==> config.mk <==
export PLATFORM = sky130hd
export DESIGN_NAME = fetch_frontend
export DESIGN_NICKNAME = d
export VERILOG_FILES = /design/src/hw/fetch_pkg.sv /design/src/hw/fetch_pc_gen.sv /design/src/hw/fetch_ctrl.sv /design/src/hw/fetch_align.sv /design/src/hw/instr_buffer.sv /design/src/hw/fetch_frontend.sv
export VERILOG_INCLUDE_DIRS = /design/src /design/src/hw
export SDC_FILE = /design/constraint.sdc
export NUM_CORES = 2
export LEC_CHECK = 0
export BUFFER_PORTS_ARGS = -buffer_cell sky130_fd_sc_hd__buf_4
export CAP_MARGIN = 40
export CORE_MARGIN = 5
export CORE_UTILIZATION = 55
export CTS_BUF_LIST = sky130_fd_sc_hd__clkbuf_8
export DETAILED_ROUTE_END_ITERATION = 10
export PLACE_DENSITY = 0.73
export SLEW_MARGIN = 40
export SYNTH_ARGS = -nofsm -noshare
export SYNTH_HDL_FRONTEND = slang
export SYNTH_HIERARCHICAL = 1
export SYNTH_SLANG_ARGS = --single-unit
==> constraint.sdc <==
create_clock -name clk -period 41.7 [get_ports clk]
set_input_delay 4.17 -clock clk [delete_from_list [all_inputs] [get_ports clk]]
set_output_delay 4.17 -clock clk [all_outputs]
set_load 0.01 [all_outputs]
==> src/hw/fetch_params.svh <==
`ifndef FETCH_PARAMS_SVH
`define FETCH_PARAMS_SVH

// Datapath widths.
`define FETCH_XLEN 32
`define FETCH_LINE_WD 128

// Instruction buffer geometry.
`define FETCH_IB_DEPTH 8
`define FETCH_IB_DEPTH_LOG2 3

// First fetch address after reset.
`define FETCH_RESET_PC 32'h1c00_0000

// Fetch address error, reported for a misaligned PC.
`define FETCH_ECODE_ADEF 6'h08
`define FETCH_ESUBCODE_ADEF 9'h000

`endif

==> src/hw/fetch_pkg.sv <==
`include "fetch_params.svh"

package fetch_pkg;

  // One buffer entry word.
  // The excp flag kept beside it selects the view.
  typedef union packed {
    logic [`FETCH_XLEN-1:0] instr;
    struct packed {
      logic [5:0]  ecode;
      logic [8:0]  esubcode;
      logic [16:0] rsvd;
    } excp;
  } ib_payload_u;

endpackage

==> src/hw/fetch_pc_gen.sv <==
`timescale 1ns/1ps
`include "fetch_params.svh"

module fetch_pc_gen (
  input  logic                   clk,
  input  logic                   rst,
  input  logic                   redirect_valid,
  input  logic [`FETCH_XLEN-1:0] redirect_pc,
  input  logic                   pc_advance,
  output logic [`FETCH_XLEN-1:0] fetch_pc,
  output logic                   pc_misaligned
);

  logic [`FETCH_XLEN-1:0] next_line_pc;

  // Next 16-byte boundary, so a mid-line target continues on aligned lines.
  assign next_line_pc = {fetch_pc[`FETCH_XLEN-1:4] + 28'd1, 4'b0000};

  always_ff @(posedge clk)
  begin
    if (rst)
    begin
      fetch_pc <= `FETCH_RESET_PC;
    end
    else if (redirect_valid)
    begin
      fetch_pc <= redirect_pc;
    end
    else if (pc_advance)
    begin
      fetch_pc <= next_line_pc;
    end
  end

  assign pc_misaligned = |fetch_pc[1:0];

endmodule

==> src/hw/fetch_ctrl.sv <==
`timescale 1ns/1ps
`include "fetch_params.svh"

module fetch_ctrl (
  input  logic                      clk,
  input  logic                      rst,
  input  logic                      redirect_valid,
  input  logic [`FETCH_XLEN-1:0]    fetch_pc,
  input  logic                      pc_misaligned,
  input  logic                      align_ready,
  output logic                      mem_req,
  output logic [`FETCH_XLEN-1:0]    mem_addr,
  input  logic                      mem_ack,
  input  logic [`FETCH_LINE_WD-1:0] mem_rdata,
  output logic                      line_valid,
  output logic [`FETCH_LINE_WD-1:0] line_data,
  output logic [`FETCH_XLEN-1:0]    line_pc,
  output logic                      excp_valid,
  output logic                      pc_advance
);

  localparam logic [1:0] S_IDLE = 2'd0;
  localparam logic [1:0] S_REQ  = 2'd1;
  localparam logic [1:0] S_REL  = 2'd2;
  localparam logic [1:0] S_HALT = 2'd3;

  logic [1:0] state;
  logic       drop;
  logic       issue;
  logic       fault;
  logic       take;

  // Nothing starts in the cycle a redirect loads the PC.
  assign issue = (state == S_IDLE) && !redirect_valid && align_ready &&
                 !mem_ack && !pc_misaligned;
  assign fault = (state == S_IDLE) && !redirect_valid && align_ready && pc_misaligned;

  // A response after a redirect finishes the handshake but is not used.
  assign take = (state == S_REQ) && mem_ack && !drop && !redirect_valid;

  assign pc_advance = take;
  assign mem_req    = (state == S_REQ);
  assign mem_addr   = {line_pc[`FETCH_XLEN-1:4], 4'b0000};

  always_ff @(posedge clk)
  begin
    if (rst)
    begin
      state      <= S_IDLE;
      drop       <= 1'b0;
      line_valid <= 1'b0;
      excp_valid <= 1'b0;
    end
    else
    begin
      line_valid <= take;
      excp_valid <= fault;
      case (state)
        S_IDLE:
        begin
          if (issue)
            state <= S_REQ;
          else if (fault)
            state <= S_HALT;
        end
        S_REQ:
        begin
          if (mem_ack)
            state <= S_REL;
          if (redirect_valid)
            drop <= 1'b1;
        end
        S_REL:
        begin
          // Wait for the memory to drop ack.
          if (!mem_ack)
          begin
            state <= S_IDLE;
            drop  <= 1'b0;
          end
        end
        default:
        begin
          if (redirect_valid)
            state <= S_IDLE;
        end
      endcase
    end
  end

  always_ff @(posedge clk)
  begin
    if (issue || fault)
      line_pc <= fetch_pc;
    if (take)
      line_data <= mem_rdata;
  end

  a_req_after_ack_low: assert property (
    @(posedge clk) disable iff (rst) $rose(mem_req) |-> !$past(mem_ack));

  a_line_excp_excl: assert property (
    @(posedge clk) disable iff (rst) !(line_valid && excp_valid));

endmodule

==> src/hw/fetch_align.sv <==
`timescale 1ns/1ps
`include "fetch_params.svh"

module fetch_align (
  input  logic                         clk,
  input  logic                         rst,
  input  logic                         redirect_valid,
  input  logic                         line_valid,
  input  logic [`FETCH_LINE_WD-1:0]    line_data,
  input  logic [`FETCH_XLEN-1:0]       line_pc,
  input  logic                         excp_valid,
  input  logic [`FETCH_IB_DEPTH_LOG2:0] free_count,
  output logic                         align_ready,
  output logic [2:0]                   push_num,
  output fetch_pkg::ib_payload_u       slot0_payload,
  output fetch_pkg::ib_payload_u       slot1_payload,
  output fetch_pkg::ib_payload_u       slot2_payload,
  output fetch_pkg::ib_payload_u       slot3_payload,
  output logic [`FETCH_XLEN-1:0]       slot0_pc,
  output logic [`FETCH_XLEN-1:0]       slot1_pc,
  output logic [`FETCH_XLEN-1:0]       slot2_pc,
  output logic [`FETCH_XLEN-1:0]       slot3_pc,
  output logic                         slot0_excp,
  output logic                         slot1_excp,
  output logic                         slot2_excp,
  output logic                         slot3_excp
);

  fetch_pkg::ib_payload_u new_payload [4];
  logic [`FETCH_XLEN-1:0] new_pc      [4];
  logic                   new_excp    [4];
  fetch_pkg::ib_payload_u sb_payload  [4];
  logic [`FETCH_XLEN-1:0] sb_pc       [4];
  logic                   sb_excp     [4];
  fetch_pkg::ib_payload_u out_payload [4];
  logic [`FETCH_XLEN-1:0] out_pc      [4];
  logic                   out_excp    [4];

  logic       new_valid;
  logic [2:0] new_num;
  logic       new_fits;
  logic       sb_valid;
  logic [2:0] sb_num;
  logic       sb_fits;

  assign new_valid = (line_valid || excp_valid) && !redirect_valid;
  assign new_num   = excp_valid ? 3'd1 : 3'd4 - {1'b0, line_pc[3:2]};
  assign new_fits  = free_count >= {1'b0, new_num};
  assign sb_fits   = free_count >= {1'b0, sb_num};

  for (genvar i = 0; i < 4; i++)
  begin : g_slot
    logic [1:0]             idx;
    fetch_pkg::ib_payload_u payload;

    // Slot i takes the word i places after the entry word.
    assign idx = line_pc[3:2] + 2'(i);

    always_comb
    begin
      payload.instr = line_data[`FETCH_XLEN*idx +: `FETCH_XLEN];
      if (excp_valid)
      begin
        payload.excp.ecode    = `FETCH_ECODE_ADEF;
        payload.excp.esubcode = `FETCH_ESUBCODE_ADEF;
        payload.excp.rsvd     = '0;
      end
    end

    assign new_payload[i] = payload;
    assign new_pc[i]      = excp_valid ? line_pc : {line_pc[`FETCH_XLEN-1:4], idx, 2'b00};
    assign new_excp[i]    = excp_valid;

    // The store buffer goes first while it holds a block.
    assign out_payload[i] = sb_valid ? sb_payload[i] : new_payload[i];
    assign out_pc[i]      = sb_valid ? sb_pc[i] : new_pc[i];
    assign out_excp[i]    = sb_valid ? sb_excp[i] : new_excp[i];
  end

  always_comb
  begin
    push_num = 3'd0;
    if (!redirect_valid)
    begin
      if (sb_valid)
      begin
        if (sb_fits)
          push_num = sb_num;
      end
      else if (new_valid && new_fits)
      begin
        push_num = new_num;
      end
    end
  end

  always_ff @(posedge clk)
  begin
    if (rst || redirect_valid)
    begin
      sb_valid <= 1'b0;
      sb_num   <= 3'd0;
    end
    else if (sb_valid)
    begin
      if (sb_fits)
        sb_valid <= 1'b0;
    end
    else if (new_valid && !new_fits)
    begin
      sb_valid <= 1'b1;
      sb_num   <= new_num;
    end
  end

  always_ff @(posedge clk)
  begin
    if (!sb_valid && new_valid && !new_fits)
    begin
      sb_payload <= new_payload;
      sb_pc      <= new_pc;
      sb_excp    <= new_excp;
    end
  end

  assign align_ready = !sb_valid;

  assign slot0_payload = out_payload[0];
  assign slot1_payload = out_payload[1];
  assign slot2_payload = out_payload[2];
  assign slot3_payload = out_payload[3];
  assign slot0_pc      = out_pc[0];
  assign slot1_pc      = out_pc[1];
  assign slot2_pc      = out_pc[2];
  assign slot3_pc      = out_pc[3];
  assign slot0_excp    = out_excp[0];
  assign slot1_excp    = out_excp[1];
  assign slot2_excp    = out_excp[2];
  assign slot3_excp    = out_excp[3];

  a_push_fits: assert property (
    @(posedge clk) disable iff (rst) {1'b0, push_num} <= free_count);

endmodule

==> src/hw/instr_buffer.sv <==
`timescale 1ns/1ps
`include "fetch_params.svh"

module instr_buffer (
  input  logic                          clk,
  input  logic                          rst,
  input  logic                          redirect_valid,
  input  logic [2:0]                    push_num,
  input  fetch_pkg::ib_payload_u        slot0_payload,
  input  fetch_pkg::ib_payload_u        slot1_payload,
  input  fetch_pkg::ib_payload_u        slot2_payload,
  input  fetch_pkg::ib_payload_u        slot3_payload,
  input  logic [`FETCH_XLEN-1:0]        slot0_pc,
  input  logic [`FETCH_XLEN-1:0]        slot1_pc,
  input  logic [`FETCH_XLEN-1:0]        slot2_pc,
  input  logic [`FETCH_XLEN-1:0]        slot3_pc,
  input  logic                          slot0_excp,
  input  logic                          slot1_excp,
  input  logic                          slot2_excp,
  input  logic                          slot3_excp,
  output logic [`FETCH_IB_DEPTH_LOG2:0] free_count,
  output logic                          out_valid,
  input  logic                          out_ready,
  output logic [`FETCH_XLEN-1:0]        out_pc,
  output logic                          out_excp,
  output fetch_pkg::ib_payload_u        out_payload
);

  localparam int AW = `FETCH_IB_DEPTH_LOG2;
  localparam int CW = AW + 1;
  localparam logic [CW-1:0] DEPTH_CNT = `FETCH_IB_DEPTH;

  fetch_pkg::ib_payload_u buf_payload [`FETCH_IB_DEPTH];
  logic [`FETCH_XLEN-1:0] buf_pc      [`FETCH_IB_DEPTH];
  logic                   buf_excp    [`FETCH_IB_DEPTH];

  fetch_pkg::ib_payload_u in_payload [4];
  logic [`FETCH_XLEN-1:0] in_pc      [4];
  logic                   in_excp    [4];

  logic [AW-1:0] head;
  logic [AW-1:0] tail;
  logic [CW-1:0] count;
  logic          pop;

  assign in_payload[0] = slot0_payload;
  assign in_payload[1] = slot1_payload;
  assign in_payload[2] = slot2_payload;
  assign in_payload[3] = slot3_payload;
  assign in_pc[0]      = slot0_pc;
  assign in_pc[1]      = slot1_pc;
  assign in_pc[2]      = slot2_pc;
  assign in_pc[3]      = slot3_pc;
  assign in_excp[0]    = slot0_excp;
  assign in_excp[1]    = slot1_excp;
  assign in_excp[2]    = slot2_excp;
  assign in_excp[3]    = slot3_excp;

  assign out_valid   = (count != '0);
  assign pop         = out_valid && out_ready;
  assign free_count  = DEPTH_CNT - count;
  assign out_payload = buf_payload[head];
  assign out_pc      = buf_pc[head];
  assign out_excp    = buf_excp[head];

  // Slots land at consecutive positions from the tail, wrapping.
  always_ff @(posedge clk)
  begin
    for (int i = 0; i < 4; i++)
    begin
      if (3'(i) < push_num)
      begin
        buf_payload[tail + AW'(i)] <= in_payload[i];
        buf_pc[tail + AW'(i)]      <= in_pc[i];
        buf_excp[tail + AW'(i)]    <= in_excp[i];
      end
    end
  end

  always_ff @(posedge clk)
  begin
    if (rst || redirect_valid)
    begin
      head  <= '0;
      tail  <= '0;
      count <= '0;
    end
    else
    begin
      head  <= head + AW'(pop);
      tail  <= tail + AW'(push_num);
      count <= count + CW'(push_num) - CW'(pop);
    end
  end

  a_no_overflow: assert property (
    @(posedge clk) disable iff (rst) free_count <= DEPTH_CNT);

endmodule

==> src/hw/fetch_frontend.sv <==
`timescale 1ns/1ps
`include "fetch_params.svh"

module fetch_frontend (
  input  logic                      clk,
  input  logic                      rst,
  input  logic                      redirect_valid,
  input  logic [`FETCH_XLEN-1:0]    redirect_pc,
  output logic                      mem_req,
  output logic [`FETCH_XLEN-1:0]    mem_addr,
  input  logic                      mem_ack,
  input  logic [`FETCH_LINE_WD-1:0] mem_rdata,
  output logic                      out_valid,
  input  logic                      out_ready,
  output logic [`FETCH_XLEN-1:0]    out_pc,
  output logic                      out_excp,
  output fetch_pkg::ib_payload_u    out_payload
);

  logic [`FETCH_XLEN-1:0]        fetch_pc;
  logic                          pc_misaligned;
  logic                          pc_advance;
  logic                          align_ready;
  logic                          line_valid;
  logic [`FETCH_LINE_WD-1:0]     line_data;
  logic [`FETCH_XLEN-1:0]        line_pc;
  logic                          excp_valid;
  logic [2:0]                    push_num;
  logic [`FETCH_IB_DEPTH_LOG2:0] free_count;
  fetch_pkg::ib_payload_u        slot0_payload;
  fetch_pkg::ib_payload_u        slot1_payload;
  fetch_pkg::ib_payload_u        slot2_payload;
  fetch_pkg::ib_payload_u        slot3_payload;
  logic [`FETCH_XLEN-1:0]        slot0_pc;
  logic [`FETCH_XLEN-1:0]        slot1_pc;
  logic [`FETCH_XLEN-1:0]        slot2_pc;
  logic [`FETCH_XLEN-1:0]        slot3_pc;
  logic                          slot0_excp;
  logic                          slot1_excp;
  logic                          slot2_excp;
  logic                          slot3_excp;

  fetch_pc_gen u_pc_gen (
    .clk            (clk),
    .rst            (rst),
    .redirect_valid (redirect_valid),
    .redirect_pc    (redirect_pc),
    .pc_advance     (pc_advance),
    .fetch_pc       (fetch_pc),
    .pc_misaligned  (pc_misaligned)
  );

  fetch_ctrl u_ctrl (
    .clk            (clk),
    .rst            (rst),
    .redirect_valid (redirect_valid),
    .fetch_pc       (fetch_pc),
    .pc_misaligned  (pc_misaligned),
    .align_ready    (align_ready),
    .mem_req        (mem_req),
    .mem_addr       (mem_addr),
    .mem_ack        (mem_ack),
    .mem_rdata      (mem_rdata),
    .line_valid     (line_valid),
    .line_data      (line_data),
    .line_pc        (line_pc),
    .excp_valid     (excp_valid),
    .pc_advance     (pc_advance)
  );

  fetch_align u_align (
    .clk            (clk),
    .rst            (rst),
    .redirect_valid (redirect_valid),
    .line_valid     (line_valid),
    .line_data      (line_data),
    .line_pc        (line_pc),
    .excp_valid     (excp_valid),
    .free_count     (free_count),
    .align_ready    (align_ready),
    .push_num       (push_num),
    .slot0_payload  (slot0_payload),
    .slot1_payload  (slot1_payload),
    .slot2_payload  (slot2_payload),
    .slot3_payload  (slot3_payload),
    .slot0_pc       (slot0_pc),
    .slot1_pc       (slot1_pc),
    .slot2_pc       (slot2_pc),
    .slot3_pc       (slot3_pc),
    .slot0_excp     (slot0_excp),
    .slot1_excp     (slot1_excp),
    .slot2_excp     (slot2_excp),
    .slot3_excp     (slot3_excp)
  );

  instr_buffer u_ib (
    .clk            (clk),
    .rst            (rst),
    .redirect_valid (redirect_valid),
    .push_num       (push_num),
    .slot0_payload  (slot0_payload),
    .slot1_payload  (slot1_payload),
    .slot2_payload  (slot2_payload),
    .slot3_payload  (slot3_payload),
    .slot0_pc       (slot0_pc),
    .slot1_pc       (slot1_pc),
    .slot2_pc       (slot2_pc),
    .slot3_pc       (slot3_pc),
    .slot0_excp     (slot0_excp),
    .slot1_excp     (slot1_excp),
    .slot2_excp     (slot2_excp),
    .slot3_excp     (slot3_excp),
    .free_count     (free_count),
    .out_valid      (out_valid),
    .out_ready      (out_ready),
    .out_pc         (out_pc),
    .out_excp       (out_excp),
    .out_payload    (out_payload)
  );

endmodule

# Yosys cells after proc, flatten, opt, wreduce, memory -nomap -nowiden

Memory sizes are Yosys's and may differ from the RTL's. A register that Yosys moved wholly into a read port is not among the register bits.
Index checks and enable logic that the tools add are counted.

Memories: 3
Word-level logic and storage cells: 133
Input bits: 165
Output and inout bits: 99
RAM bits: 520
Bits in registers: 468

Memories:

| name             | words | width | read ports | clocked after memory_dff | wr ports | RTL line           | text |
|---|---|---|---|---|---|---|---|
| u_ib.buf_payload | 8     | 32    | 1          | 1                        | 4        | instr_buffer.sv:33 | `` fetch_pkg::ib_payload_u buf_payload [`FETCH_IB_DEPTH]; `` |
| u_ib.buf_pc      | 8     | 32    | 1          | 1                        | 4        | instr_buffer.sv:34 | `` logic [`FETCH_XLEN-1:0] buf_pc [`FETCH_IB_DEPTH]; `` |
| u_ib.buf_excp    | 8     | 1     | 1          | 1                        | 4        | instr_buffer.sv:35 | `` logic buf_excp [`FETCH_IB_DEPTH]; `` |

Bitwise logic cells: 1
Eq/ne operators: 6
Reductions and logical operators: 32
Shift-type cells: 4
Order comparisons: 6
Muxes and demuxes: 47
Add/sub/neg operators: 13

Operators by type and width:

| kind                                                                 | count |
|---|---|
| 128-bit by 8-bit variable part select with 32-bit output             | 4 |
| 32-bit 2-to-1 mux                                                    | 14 |
| 28-bit by 1-bit adder with 28-bit output (second input constant)     | 1 |
| 3-bit 2-to-1 mux                                                     | 8 |
| 1-bit logical AND                                                    | 14 |
| 1-bit 2-to-1 mux                                                     | 14 |
| 2-bit 2-to-1 mux                                                     | 6 |
| 4-bit 2-to-1 mux                                                     | 3 |
| 4-bit by 3-bit >= comparator with 1-bit output                       | 2 |
| 4-bit nonzero test                                                   | 2 |
| 3-bit by 2-bit adder with 3-bit output (second input constant)       | 2 |
| 1-bit logical NOT                                                    | 6 |
| 1-bit by 3-bit < comparator with 1-bit output (first input constant) | 2 |
| 2-bit by 3-bit < comparator with 1-bit output (first input constant) | 2 |
| 2-bit case mux with 3 select lines                                   | 1 |
| 2-bit adder (second input constant)                                  | 2 |
| 4-bit by 3-bit adder with 4-bit output                               | 1 |
| 2-bit != test (second input constant)                                | 2 |
| 4-bit AND reduction                                                  | 1 |
| 2-bit nonzero test                                                   | 2 |
| 4-bit by 1-bit subtractor with 4-bit output                          | 1 |
| 4-bit subtractor (first input constant)                              | 1 |
| 3-bit by 1-bit adder with 3-bit output                               | 1 |
| 3-bit by 1-bit adder with 3-bit output (second input constant)       | 1 |
| 14 further kinds                                                     | 16 |

# Depth between registers and ports, before layout

Word-level depth: 10
Gate-level depth with buffers: 22
Gate-level depth less buffers: 17

# Modules after synthesis

The synthesis kept the hierarchy.

Modules (own cells, without submodules):

| module       | area each (sq um) | cells each | seq. area each (sq um) | instances |
|---|---|---|---|---|
| instr_buffer | 33360.7           | 3066       | 15815.2                | 1 |
| fetch_align  | 11803.8           | 1278       | 5034.8                 | 1 |
| fetch_ctrl   | 5302.6            | 224        | 4904.7                 | 1 |
| fetch_pc_gen | 1811.7            | 227        | 640.6                  | 1 |

# Least setup slack after synthesis

OpenSTA, ideal clock, no wires.

Path kind: input to register
Start point: input redirect_valid
End point: register u_pc_gen.fetch_pc[30]
Stages: 5
Data required time: 41.580 ns
Setup slack: 21.122 ns
Path buffers: 0
Setup time: 0.120 ns
Arrival time: 20.458 ns
Path through: nor4_1 -> nand2_1 -> or3_1 -> o31a_2 -> o31a_1

Word-level cells in the longest chain between the ends: 3
Elaborated cells on any way between the ends: 4
Those cells by class: 1 x mux; 3 x reduce/logical

Ends and longest elaborated chain:

| item                         | RTL line            | text |
|---|---|---|
| start: declaration           | fetch_frontend.sv:7 | `input logic redirect_valid,` |
| 1-bit logical NOT            | fetch_ctrl.sv:39    | `assign take = (state == S_REQ) && mem_ack && !drop && !redirect_valid;` |
| 1-bit logical AND            | fetch_ctrl.sv:39    |  |
| 2-bit nonzero test (no line) | -                   |  |
| end signal: assignment       | fetch_pc_gen.sv:23  | `` fetch_pc <= `FETCH_RESET_PC; `` |
| end signal: assignment       | fetch_pc_gen.sv:27  | `fetch_pc <= redirect_pc;` |
| end signal: assignment       | fetch_pc_gen.sv:31  | `fetch_pc <= next_line_pc;` |
| end: declaration             | fetch_pc_gen.sv:10  | `` output logic [`FETCH_XLEN-1:0] fetch_pc, `` |

Several ways; a longest one is shown, not always the timed one.
A chain may end at the register's enable or synchronous reset.

==> results.ini <==
[run_status]
status=complete, but fails checks
violations=design-rule violations

[synth]
synth.distinct_cells=73
yosysWarnings=6
ys_seq_elements=896
synth_edf_count=845
synth_compound_area_frac=0.199
synth_ff_type=edfxtp_1
synth_simple_gate_area_frac=0.0663
synthMuxAreaShare=0.147
synth.most_common_cell=edfxtp_1
synth_top_area_share=0.485
synthArstFlopShare=0
syn-cell-area_mm2=0.0523
synthAdderAreaFrac=0.00579
synth_seq_area_share=0.505
synthTopCellsByArea=edfxtp_1 (49%), o22ai_1 (6.0%), mux4_2 (5.8%)
synth_commonest_cells=edfxtp_1 (845), a21oi_1 (593), o22ai_1 (500), a22oi_1 (364), clkbuf_1 (314)
synthCells=4795
synth_area_per_cell_um2=10.9
yosys.area.top_type=edfxtp_1
synth-xor-area-share=0.00479
synth_top_family_by_area=compound AO/OA/AOI/OAI gates

[clock_tree]
clock_path_buffers=3
cts_num_sinks=896
post-cts-setup-buffers=0
cts_tree=built
cts-buffers-inserted=149
clk_pin_slew_ns=0.06
clk_latency_ns=0.84
cts_resized=0
cts_hold_buf=0
clock-root-buffer=clkbuf_8
htree_levels=4

[route]
top_layer_used=met5
final_antenna_net_count=0
wirelength_um=173000
drc=1
wl_per_cell_um=29.3
drt-initial-drc-count=7416
met2_length_um=71500
firstDrtPassIters=11
viasPerCell=7.11
num_vias=42130
wl_met3_um=28800
met1Wirelength_um=63300

[grt]
grt-ovfl-total=0
grt_pass1_vias=40018
antenna_found_initial=5
grt_max_degree=192
grt_pass1_wl_um=254000
grtUsageTotal=0.326

[die]
start_util=0.552
coreArea_mm2=0.0947
die_h_um=318
die_area_mm2=0.101
fp.dieW_um=318
pin_count=264
rows=113

[worst_setup_path]
arrival_ns=4.10
reg2reg_depth=15
start_kind=flop
crit_type=reg2out
crit_path_max_fanout=33
required_ns=37.53
end_kind=primary output

[layout]
multi_input_area_mm2=0.0226
num-nets-final=4734
final_layout_size_suffix_gt1_frac=0.192
regArea_mm2=0.0264
utilization=0.596
fillers=7582
syn2layout_area_growth_pct=8.07

[place]
hpwlAfterDp_um=100000
gp_congestion=0.897
port_buffers=259

[min_path]
worstHoldPathCells=0
hold_class=reg2reg

[power_and_ir_drop]
powerDensity_mw_per_mm2=37.9
p_leak_nw=19.6
ir_worst_vdd_v=0.0000278

[sta]
slew_headroom=0.355
setup_viol=0
tightest_slew_ns=0.967
rsz0062_at_grt=no
slew_violations=0
fmax_mhz=121
min_period_over_period=0.198
hold_viol=0
finalSetupTns_ns=0
clock_skew_ns=0.0402
period_minus_slack_ns=8.27

[run]
maxCapViolCount=0

[cell type report]
cell class / count / area share
flip-flops and latches: 896 / 0.468
multi-input cells: 3118 / 0.400
repair buffers: 344 / 0.0512
clock buffers: 158 / 0.0385
well taps: 1265 / 0.0280
clock inverters: 109 / 0.0120
inverters: 37 / 0.00259
diodes: 2 / 0.0000886
[worst paths after layout]
kind	slack, ns	to	start
min reg2reg	0.42	u_ctrl/line_pc[2]	u_pc_gen/fetch_pc[2]
max reg2reg	35.19	u_ib/buf_pc[6][21]	u_ctrl/line_pc[2]
min	0.42	u_ctrl/line_pc[2]	u_pc_gen/fetch_pc[2]
max	33.43	out_payload[22]	u_ib/head[0]
[power by group]
part / total (W) / internal, W / switching (W)
Combinational: 0.000348 / 0.000139 / 0.000209
Clock: 0.000765 / 0.000395 / 0.000370
Sequential: 0.00103 / 0.00101 / 0.0000144
[layer usage]
layer  vias up  track usage
li1      17885            -
met1     19582        0.446
met2      3842        0.456
met3       815        0.134
met4         6        0.151
met5         -      0.00851
[worst max-delay path, cell delays in order, from the launching register on]
cell	delay, ns
dfxtp_4	0.66
buf_4	0.69
buf_4	0.73
mux4_2	0.60
mux2_2	0.37
buf_4	0.18
[placed cells by master, fill, tap and decap left out, types with 30 or more instances in the layout]
master,synthesis,routed
dfxtp_1,51,46
nor2_1,274,268
o21ai_1,157,129
clkbuf_8,0,158
mux2_1,63,63
mux2i_1,253,253
mux2_2,127,127
o22ai_1,500,500
o21ai_2,0,30
inv_1,35,93
nand2_1,245,238
buf_4,151,308
a22oi_1,364,364
and2_1,112,110
a21oi_1,593,592
edfxtp_1,845,845
mux4_2,134,134
[through the flow]
stage	setup WS [ns]	cell area [um2]	hold WS [ns]	cells	power (W)
final	33.43	56500	0.422	5929	0.00214
after floorplan	21.12	52300	0.400	4798	0.00129
after CTS	33.34	56300	0.423	5922	0.00213
after detailed placement	33.23	53500	0.410	5655	0.00138
after global placement	33.35	53100	0.408	5645	0.00137
after global routing	33.17	56500	0.430	5929	0.00221
[flip-flops by register name, summed over array words and instances, names as in the netlist]
register	flops
u_ib/head	3
u_align/sb_valid	1
u_ib/count	4
u_align/sb_pc	36
u_ib/buf_payload	256
u_ctrl/drop	1
u_ctrl/line_valid	1
u_ctrl/state	2
u_ib/buf_excp	8
u_pc_gen/fetch_pc	32
u_ib/buf_pc	256
u_align/sb_excp	1
u_ctrl/excp_valid	1
u_align/sb_payload	128
u_ctrl/line_pc	32
u_align/sb_num	3
u_ctrl/line_data	128
u_ib/tail	3
[logic make-up (layout without fill, tap and decap cells)]
| logic type | count (synthesis) | after routing |
|---|---|---|
| simple gates | 764 | 764 |
| other cells | 1 | 6 |
| flops | 896 | 896 |
| compound gates | 1724 | 1724 |
| buf+inv | 784 | 648 |
| fa+ha+maj | 23 | 23 |
| xor+xnor | 26 | 26 |
| mux | 577 | 577 |
Power figures use the tool's default switching activity.
